`config.mk`:
```
export PLATFORM = sky130hd
export DESIGN_NAME = dadda_mult_top
export DESIGN_NICKNAME = d
export VERILOG_FILES = /design/src/rtl/dadda_pkg.sv /design/src/rtl/dadda_mult_top.sv /design/src/rtl/final_adder.sv /design/src/rtl/dadda_step.sv /design/src/rtl/partial_product_gen.sv /design/src/rtl/dadda_ctrl.sv
export VERILOG_INCLUDE_DIRS = /design/src /design/src/rtl
export SDC_FILE = /design/constraint.sdc
export NUM_CORES = 2
export LEC_CHECK = 0
export BUFFER_PORTS_ARGS = -buffer_cell sky130_fd_sc_hd__buf_2
export CELL_PAD_IN_SITES_DETAIL_PLACEMENT = 1
export CELL_PAD_IN_SITES_GLOBAL_PLACEMENT = 2
export CORE_MARGIN = 3
export CORE_UTILIZATION = 41
export CTS_CLUSTER_DIAMETER = 200
export DETAILED_ROUTE_END_ITERATION = 7
export HOLD_SLACK_MARGIN = 0.08
export PLACE_DENSITY_LB_ADDON = 0.1
export SLEW_MARGIN = 20
export SYNTH_ARGS = -nofsm -noshare
export SYNTH_HDL_FRONTEND = slang
export SYNTH_SLANG_ARGS = --single-unit
export TNS_END_PERCENT = 5
```
`constraint.sdc`:
```
create_clock -name clk -period 2.65 [get_ports clk]
set_input_delay 0.265 -clock clk [delete_from_list [all_inputs] [get_ports clk]]
set_output_delay 0.265 -clock clk [all_outputs]
set_load 0.02 [all_outputs]
```
`src/rtl/dadda_params.svh`:
```
`ifndef DADDA_PARAMS_SVH
`define DADDA_PARAMS_SVH

// operand width of the multiplier
`define DADDA_WIDTH 24

// full unsigned product
`define DADDA_PROD_WIDTH (2 * `DADDA_WIDTH)

// reduction steps, column heights 13 9 6 4 3 2
`define DADDA_STEPS 6

// edges from an accepted start to a valid product
`define DADDA_LATENCY 8

`endif
```
`src/rtl/dadda_pkg.sv`:
```
`default_nettype none

`include "dadda_params.svh"

package dadda_pkg;

    typedef logic [`DADDA_WIDTH-1:0] operand_t;
    typedef logic [`DADDA_PROD_WIDTH-1:0] product_t;

    // dots[col][slot], valid dots always packed into the low slots
    typedef logic [`DADDA_PROD_WIDTH-1:0][`DADDA_WIDTH-1:0] dot_matrix_t;

    // dots per column of the raw and array
    function automatic int initial_height(int col);
        if (col < `DADDA_WIDTH) begin
            return col + 1;
        end
        return 2 * `DADDA_WIDTH - 1 - col;
    endfunction

    // dadda sequence 2 3 4 6 9 13, last step reaches 2
    function automatic int dadda_target(int k);
        int d;
        d = 2;
        for (int s = k + 1; s < `DADDA_STEPS; s++) begin
            d = d * 3 / 2;
        end
        return d;
    endfunction

    // column height once step k is done, k of -1 gives the raw array
    function automatic int height_after(int col, int k);
        int h [`DADDA_PROD_WIDTH];
        int cin;
        int exc;
        int t;
        for (int c = 0; c < `DADDA_PROD_WIDTH; c++) begin
            h[c] = initial_height(c);
        end
        for (int s = 0; s <= k; s++) begin
            t = dadda_target(s);
            cin = 0;
            for (int c = 0; c < `DADDA_PROD_WIDTH; c++) begin
                exc = h[c] + cin - t;
                if (exc > 0) begin
                    h[c] = t;
                    cin = (exc + 1) / 2;
                end else begin
                    h[c] = h[c] + cin;
                    cin = 0;
                end
            end
        end
        return h[col];
    endfunction

endpackage

`default_nettype wire

```
`src/rtl/dadda_mult_top.sv`:
```
`default_nettype none

`include "dadda_params.svh"

module dadda_mult_top import dadda_pkg::*; (
    input  wire           clk,
    input  wire           nrst,
    input  wire           start,
    input  wire operand_t a,
    input  wire operand_t b,
    output wire product_t product,
    output wire           busy,
    output wire           done
);

    wire load;
    wire capture;

    // stage[0] is the raw matrix, stage[k+1] the output of step k
    wire dot_matrix_t stage [0:`DADDA_STEPS];

    dadda_ctrl dadda_ctrl_inst (
        .clk     (clk),
        .nrst    (nrst),
        .start   (start),
        .busy    (busy),
        .done    (done),
        .load    (load),
        .capture (capture)
    );

    partial_product_gen partial_product_gen_inst (
        .clk  (clk),
        .nrst (nrst),
        .load (load),
        .a    (a),
        .b    (b),
        .dots (stage[0])
    );

    for (genvar k = 0; k < `DADDA_STEPS; k++) begin : g_step
        dadda_step #(
            .STEP (k)
        ) dadda_step_inst (
            .clk      (clk),
            .nrst     (nrst),
            .dots_in  (stage[k]),
            .dots_out (stage[k + 1])
        );
    end

    final_adder final_adder_inst (
        .clk     (clk),
        .nrst    (nrst),
        .capture (capture),
        .dots    (stage[`DADDA_STEPS]),
        .product (product)
    );

endmodule

`default_nettype wire

```
`src/rtl/final_adder.sv`:
```
`default_nettype none

module final_adder import dadda_pkg::*; (
    input  wire              clk,
    input  wire              nrst,
    input  wire              capture,
    input  wire dot_matrix_t dots,
    output product_t         product
);

    localparam int P = $bits(product_t);

    product_t   row0;
    product_t   row1;
    logic [P:0] sum;

    // two rows left after the last step
    always_comb begin
        for (int c = 0; c < P; c++) begin
            row0[c] = dots[c][0];
            row1[c] = dots[c][1];
        end
        sum = {1'b0, row0} + {1'b0, row1};
    end

    always_ff @(posedge clk or negedge nrst) begin
        if (!nrst) begin
            product <= '0;
        end else if (capture) begin
            product <= sum[P-1:0];
        end
    end

    // a 24x24 product fits in 48 bits, any carry means the tree is wrong
    assert property (@(posedge clk) disable iff (!nrst) capture |-> !sum[P])
        else $error("final_adder: carry out of the top bit");

endmodule

`default_nettype wire

```
`src/rtl/dadda_step.sv`:
```
`default_nettype none

module dadda_step import dadda_pkg::*; #(
    parameter int STEP = 0
) (
    input  wire              clk,
    input  wire              nrst,
    input  wire dot_matrix_t dots_in,
    output dot_matrix_t      dots_out
);

    localparam int W   = $bits(operand_t);
    localparam int P   = $bits(product_t);
    localparam int TGT = dadda_target(STEP);

    // carries leaving column col-1 in this step
    function automatic int carries_into(int col);
        int cin;
        int exc;
        cin = 0;
        for (int c = 0; c < col; c++) begin
            exc = height_after(c, STEP - 1) + cin - TGT;
            cin = (exc > 0) ? (exc + 1) / 2 : 0;
        end
        return cin;
    endfunction

    function automatic dot_matrix_t valid_mask(int k);
        dot_matrix_t m;
        int h;
        m = '0;
        for (int c = 0; c < P; c++) begin
            h = height_after(c, k);
            for (int r = 0; r < W; r++) begin
                m[c][r] = (r < h);
            end
        end
        return m;
    endfunction

    localparam dot_matrix_t IN_MASK = valid_mask(STEP - 1);

    // carry[c][n] is the n-th carry leaving column c
    wire [P-1:0][W-1:0] carry;
    wire dot_matrix_t   reduced;

    if (carries_into(P) != 0) begin : g_top_overflow
        $error("dadda_step %0d: carry leaves the top column", STEP);
    end

    for (genvar c = 0; c < P; c++) begin : g_col
        localparam int HIN   = height_after(c, STEP - 1);
        localparam int CIN   = carries_into(c);
        localparam int AVAIL = HIN + CIN;
        localparam int EXC   = AVAIL - TGT;
        localparam int NFA   = (EXC > 0) ? EXC / 2 : 0;
        localparam int NHA   = (EXC > 0) ? EXC % 2 : 0;
        localparam int NA    = NFA + NHA;
        localparam int FIRST = 3 * NFA + 2 * NHA;
        localparam int NODES = AVAIL + NA;

        if (AVAIL == 0) begin : g_empty
            assign reduced[c] = '0;
            assign carry[c]   = '0;
        end else begin : g_reduce
            // queue of dots, then incoming carries, then sums of this column
            wire [NODES-1:0] node;

            for (genvar i = 0; i < HIN; i++) begin : g_dot
                assign node[i] = dots_in[c][i];
            end
            for (genvar i = 0; i < CIN; i++) begin : g_cin
                assign node[HIN + i] = carry[c - 1][i];
            end

            // each adder eats from the head, its sum joins the tail
            for (genvar f = 0; f < NFA; f++) begin : g_fa
                assign node[AVAIL + f] = node[3*f] ^ node[3*f + 1] ^ node[3*f + 2];
                assign carry[c][f]     = (node[3*f] & node[3*f + 1]) |
                                         (node[3*f + 2] & (node[3*f] ^ node[3*f + 1]));
            end

            // odd excess, one half adder brings the column to target
            if (NHA == 1) begin : g_ha
                assign node[AVAIL + NFA] = node[3*NFA] ^ node[3*NFA + 1];
                assign carry[c][NFA]     = node[3*NFA] & node[3*NFA + 1];
            end

            if (NA < W) begin : g_no_carry
                assign carry[c][W-1:NA] = '0;
            end

            assign reduced[c] = {{(W - NODES + FIRST){1'b0}}, node[NODES-1:FIRST]};
        end
    end

    always_ff @(posedge clk or negedge nrst) begin
        if (!nrst) begin
            dots_out <= '0;
        end else begin
            dots_out <= reduced;
        end
    end

    // a dot above the column height is never read and would be lost
    assert property (@(posedge clk) disable iff (!nrst) (dots_in & ~IN_MASK) == '0)
        else $error("dadda_step %0d: dot above column height", STEP);

endmodule

`default_nettype wire

```
`src/rtl/partial_product_gen.sv`:
```
`default_nettype none

module partial_product_gen import dadda_pkg::*; (
    input  wire         clk,
    input  wire         nrst,
    input  wire         load,
    input  wire         operand_t a,
    input  wire         operand_t b,
    output dot_matrix_t dots
);

    localparam int W = $bits(operand_t);

    dot_matrix_t raw;

    // a[i] & b[j] lands in column i+j
    always_comb begin
        raw = '0;
        for (int i = 0; i < W; i++) begin
            for (int j = 0; j < W; j++) begin
                if (i + j < W) begin
                    raw[i + j][i] = a[i] & b[j];
                end else begin
                    // upper half, slot counted from the first i present
                    raw[i + j][W - 1 - j] = a[i] & b[j];
                end
            end
        end
    end

    always_ff @(posedge clk or negedge nrst) begin
        if (!nrst) begin
            dots <= '0;
        end else if (load) begin
            dots <= raw;
        end
    end

endmodule

`default_nettype wire

```
`src/rtl/dadda_ctrl.sv`:
```
`default_nettype none

`include "dadda_params.svh"

module dadda_ctrl (
    input  wire  clk,
    input  wire  nrst,
    input  wire  start,
    output logic busy,
    output logic done,
    output logic load,
    output logic capture
);

    localparam int LAT = `DADDA_LATENCY;

    logic [LAT-1:0] token;
    logic           arm;

    assign load = start && !busy;

    // raw matrix is registered on the accept edge, token enters one edge later
    assign arm = busy && (token == '0);

    assign capture = token[1];
    assign done    = token[0];

    always_ff @(posedge clk or negedge nrst) begin
        if (!nrst) begin
            token <= '0;
            busy  <= 1'b0;
        end else begin
            token <= {arm, token[LAT-1:1]};
            if (load) begin
                busy <= 1'b1;
            end else if (capture) begin
                busy <= 1'b0;
            end
        end
    end

    // single operation in flight
    assert property (@(posedge clk) disable iff (!nrst) $onehot0(token))
        else $error("dadda_ctrl: token is not one-hot");

    assert property (@(posedge clk) disable iff (!nrst) !(done && busy))
        else $error("dadda_ctrl: done while busy");

endmodule

`default_nettype wire

```
==> metrics.json <==
{
  "synth-warning-count": {"value": 0},
  "post_dp_cell_area": {"value": 80100, "unit": "um2"},
  "cts.reportedPaths.clkPinSlew": {"value": 0.06, "unit": "ns"},
  "power.density": {"value": 1340, "unit": "nW/um2"},
  "final-setup-viol-count": {"value": 14},
  "floorplan.initialDensity": {"value": 41.3, "unit": "%"},
  "ys_dominant_reg_cell": {"value": "sky130_fd_sc_hd__dfrtp_1"},
  "fin_util": {"value": 48.7, "unit": "%"},
  "design.final.nets": {"value": 6217},
  "post-layout-total-power": {"value": 118, "unit": "mW"},
  "place.detailed.instances": {"value": 7711},
  "post_route_cells_drive_above_1_share": {"value": 13.8, "unit": "%"},
  "hpwl": {"value": 126000, "unit": "um"},
  "layout.cell_area.non_filler": {"value": 88100, "unit": "um2"},
  "dr.pass1.iters": {"value": 5},
  "post_synth_inst_count": {"value": 5218},
  "final.setup.worst_slack": {"value": -0.272, "unit": "ns"},
  "fmax": {"value": 342, "unit": "MHz"},
  "detail-route-antenna-nets": {"value": 0},
  "die_area": {"value": 187000, "unit": "um2"},
  "power.ir.vdd_worst": {"value": 0.000559, "unit": "V"},
  "status": {"value": "complete, but fails checks"},
  "route.detailed.drc": {"value": 0},
  "cts_sinks": {"value": 2100},
  "total_leakage_power": {"value": 42.6, "unit": "nW"},
  "worstSetupEndpointType": {"value": "flop"},
  "placement.io_buffers": {"value": 100},
  "fraction_of_registers_with_async_set_or_reset_after_synthesis": {"value": 100, "unit": "%"},
  "ctsRootBufferMaster": {"value": "sky130_fd_sc_hd__clkbuf_16"},
  "violations_in_the_final_reports": {"value": "setup timing"},
  "worst-path-max-fanout": {"value": 3},
  "final_period_minus_worst_setup_slack": {"value": 2.92, "unit": "ns"},
  "cp_slowest_stage_delay": {"value": 0.44, "unit": "ns"},
  "clk_latency": {"value": 0.84, "unit": "ns"},
  "rsz0062_at_grt": {"value": "true"},
  "final_hold_fails": {"value": 0},
  "htree_num_levels": {"value": 4},
  "yosysSeqAreaShare": {"value": 70.3, "unit": "%"},
  "critical_path.slowest_cell": {"value": "sky130_fd_sc_hd__or4_1"},
  "commonest_non_fill_non_tap_cell_in_the_layout": {"value": "sky130_fd_sc_hd__dfrtp_1"},
  "grt_pass1_wl": {"value": 293000, "unit": "um"},
  "critical_path_arrival": {"value": 3.63, "unit": "ns"},
  "max_cap_violations": {"value": 0},
  "flow.area_growth_from_synthesis": {"value": 17.9, "unit": "%"},
  "die_width": {"value": 433, "unit": "um"},
  "fillCellCount": {"value": 17677},
  "clock_tree_from_tritoncts": {"value": "built"},
  "tightestPinTransition": {"value": 1.02, "unit": "ns"},
  "postSynthRegisterBits": {"value": 2100},
  "fp.coreArea": {"value": 181000, "unit": "um2"},
  "max-clock-path-buffers": {"value": 3},
  "vias_per_cell": {"value": 4.76},
  "cp-start-kind": {"value": "flop"},
  "globalRouteTotalUtil": {"value": 21.5, "unit": "%"},
  "most-common-layout-cells": {"value": "sky130_fd_sc_hd__dfrtp_1 (2099), sky130_fd_sc_hd__nand2_1 (1193), sky130_fd_sc_hd__o21ai_0 (592), sky130_fd_sc_hd__fa_1 (483), sky130_fd_sc_hd__inv_1 (236)"},
  "grt_pass1_vias": {"value": 44018},
  "antenna_found_initial": {"value": 29},
  "multi_input_area": {"value": 20500, "unit": "um2"},
  "layout_worst_path_cycle_share": {"value": 110, "unit": "%"},
  "timing_worst_setup_path_type": {"value": "flop to flop"},
  "hold_path.class": {"value": "input port to flop"},
  "num_rows": {"value": 156},
  "route.detailed.wl_per_inst": {"value": 23.5, "unit": "um"},
  "regArea": {"value": 52600, "unit": "um2"},
  "drt_wl_total": {"value": 192000, "unit": "um"},
  "mappedNetlistNets": {"value": 5822},
  "boundaryPins": {"value": 101},
  "finalMaxSlewViolations": {"value": 0},
  "final_cell_count_no_fill": {"value": 8162},
  "cts_inserted_buffers": {"value": 218},
  "required_time_of_the_critical_path": {"value": 3.36, "unit": "ns"},
  "routabilityCongestion": {"value": 0.777},
  "globalRoute.totalOverflow": {"value": 0},
  "num_vias": {"value": 38878},
  "finalClockSkew": {"value": 0.0269, "unit": "ns"},
  "drtIter0Drc": {"value": 2596},
  "hold_slack": {"value": 0.143, "unit": "ns"},
  "syn_avg_cell_area": {"value": 14.3, "unit": "um2"},
  "syn_area": {"value": 74700, "unit": "um2"},
  "critical_path.cell_chain": {"value": "ha_2 -> inv_2 -> fa_2 -> nand2b_4 -> a21oi_4 -> a211oi_4 -> o21ai_4 -> a211oi_2 -> or4_1 -> nand3_2 -> a41oi_2 -> xnor2_1 -> mux2_2"},
  "grt_start_max_net_pins": {"value": 118},
  "relSlewSlack": {"value": 32.3, "unit": "%"},
  "netlist-cell-type-count": {"value": 68},
  "preCtsSetupSlack": {"value": -0.305, "unit": "ns"},
  "setup_tns": {"value": -1.93, "unit": "ns"},
  "synth-edff-count": {"value": 0},
  "die_h": {"value": 433, "unit": "um"}
}
[cells in the mapped netlist (12+ instances only)]
cell type | instances | area, um2
sky130_fd_sc_hd__dfrtp_1 | 2100 | 52600
sky130_fd_sc_hd__nand2_1 | 1194 | 4480
sky130_fd_sc_hd__o21ai_0 | 596 | 2980
sky130_fd_sc_hd__fa_1 | 484 | 9690
sky130_fd_sc_hd__inv_1 | 237 | 890
sky130_fd_sc_hd__clkbuf_1 | 224 | 841
sky130_fd_sc_hd__ha_1 | 69 | 863
sky130_fd_sc_hd__a21oi_1 | 53 | 265
sky130_fd_sc_hd__mux2_2 | 42 | 473
sky130_fd_sc_hd__xnor2_1 | 31 | 272
sky130_fd_sc_hd__a21o_1 | 22 | 165
sky130_fd_sc_hd__nor2_1 | 22 | 82.6
sky130_fd_sc_hd__nand4_1 | 13 | 81.3
sky130_fd_sc_hd__xor2_1 | 12 | 105
[cell families after synthesis]
kind of cell	count (synthesis)	synth area share [%]
compound gates	725	5.31
xor+xnor	43	0.504
fa+ha+maj	553	14.1
buf+inv	481	2.45
flops	2100	70.3
mux	45	0.673
simple gates	1271	6.58
[path summary, 6_finish.rpt]
path	to	slack (ns)	from	cells after the start
max	final_adder_inst.product[45]	-0.27	g_step[5].dadda_step_inst.dots_out[25]	13
min	partial_product_gen_inst.dots[866]	0.14	b[21]	3
max reg2reg	final_adder_inst.product[45]	-0.27	g_step[5].dadda_step_inst.dots_out[25]	13
min reg2reg	g_step[3].dadda_step_inst.dots_out[24]	0.33	g_step[2].dadda_step_inst.dots_out[24]	0
max in group asynchronous	g_step[0].dadda_step_inst.dots_out[889]	1.62	nrst	4
min in group asynchronous	g_step[2].dadda_step_inst.dots_out[122]	0.30	nrst	3
[flip-flops by register name, indices dropped and copies added, names as in the netlist]
| signal | count |
|---|---|
| dadda_ctrl_inst.busy | 1 |
| final_adder_inst.product | 48 |
| g_step.dadda_step_inst.dots_out | 1467 |
| partial_product_gen_inst.dots | 576 |
| dadda_ctrl_inst.token | 8 |
[worst max-delay path, delay by kind of cell, from the launching register on]
kind	cells	cell delay (ns)
AOI/OAI and AO/OA	5	0.70
xor gates and xnor gates	1	0.15
adders and majority gates	2	0.56
buffers and inverters	1	0.04
DFF	1	0.33
muxes	1	0.26
and+or+nand+nor	3	0.77
[area by class of cell]
cell class | count | area share (%)
clock buffers | 326 | 7.20
well taps | 2370 | 3.37
multi-input cells | 2637 | 23.3
clock inverters | 71 | 1.10
inverters | 237 | 1.01
repair buffers | 419 | 4.36
flip-flops and latches | 2100 | 59.6
diodes | 2 | 0.00568
[repair_timing]
item	4_1_cts	5_1_grt
buffers inserted	0	0
hold buffers	52	0
hold endpoints to repair	1948	0
resized for setup	16	18
pin swaps	6	3
setup endpoints to repair	19	21
[routing by layer]
layer  wire [um]  GRT usage [%]  share of wire [%]
met1       91000           32.2                 47
met2       88700           33.1                 46
met3        8710           3.84                4.5
met4        3450           4.81                1.8
met5          27              0              0.014
[report_power, final]
| part | switching [mW] | internal [mW] | leakage, nW | total (mW) |
|---|---|---|---|---|
| clock network | 12.7 | 18.3 | 3.59 | 30.9 |
| logic | 17.1 | 13.1 | 12.1 | 30.2 |
| registers | 8.69 | 47.8 | 26.9 | 56.5 |
(Power assumes the default switching activity.)
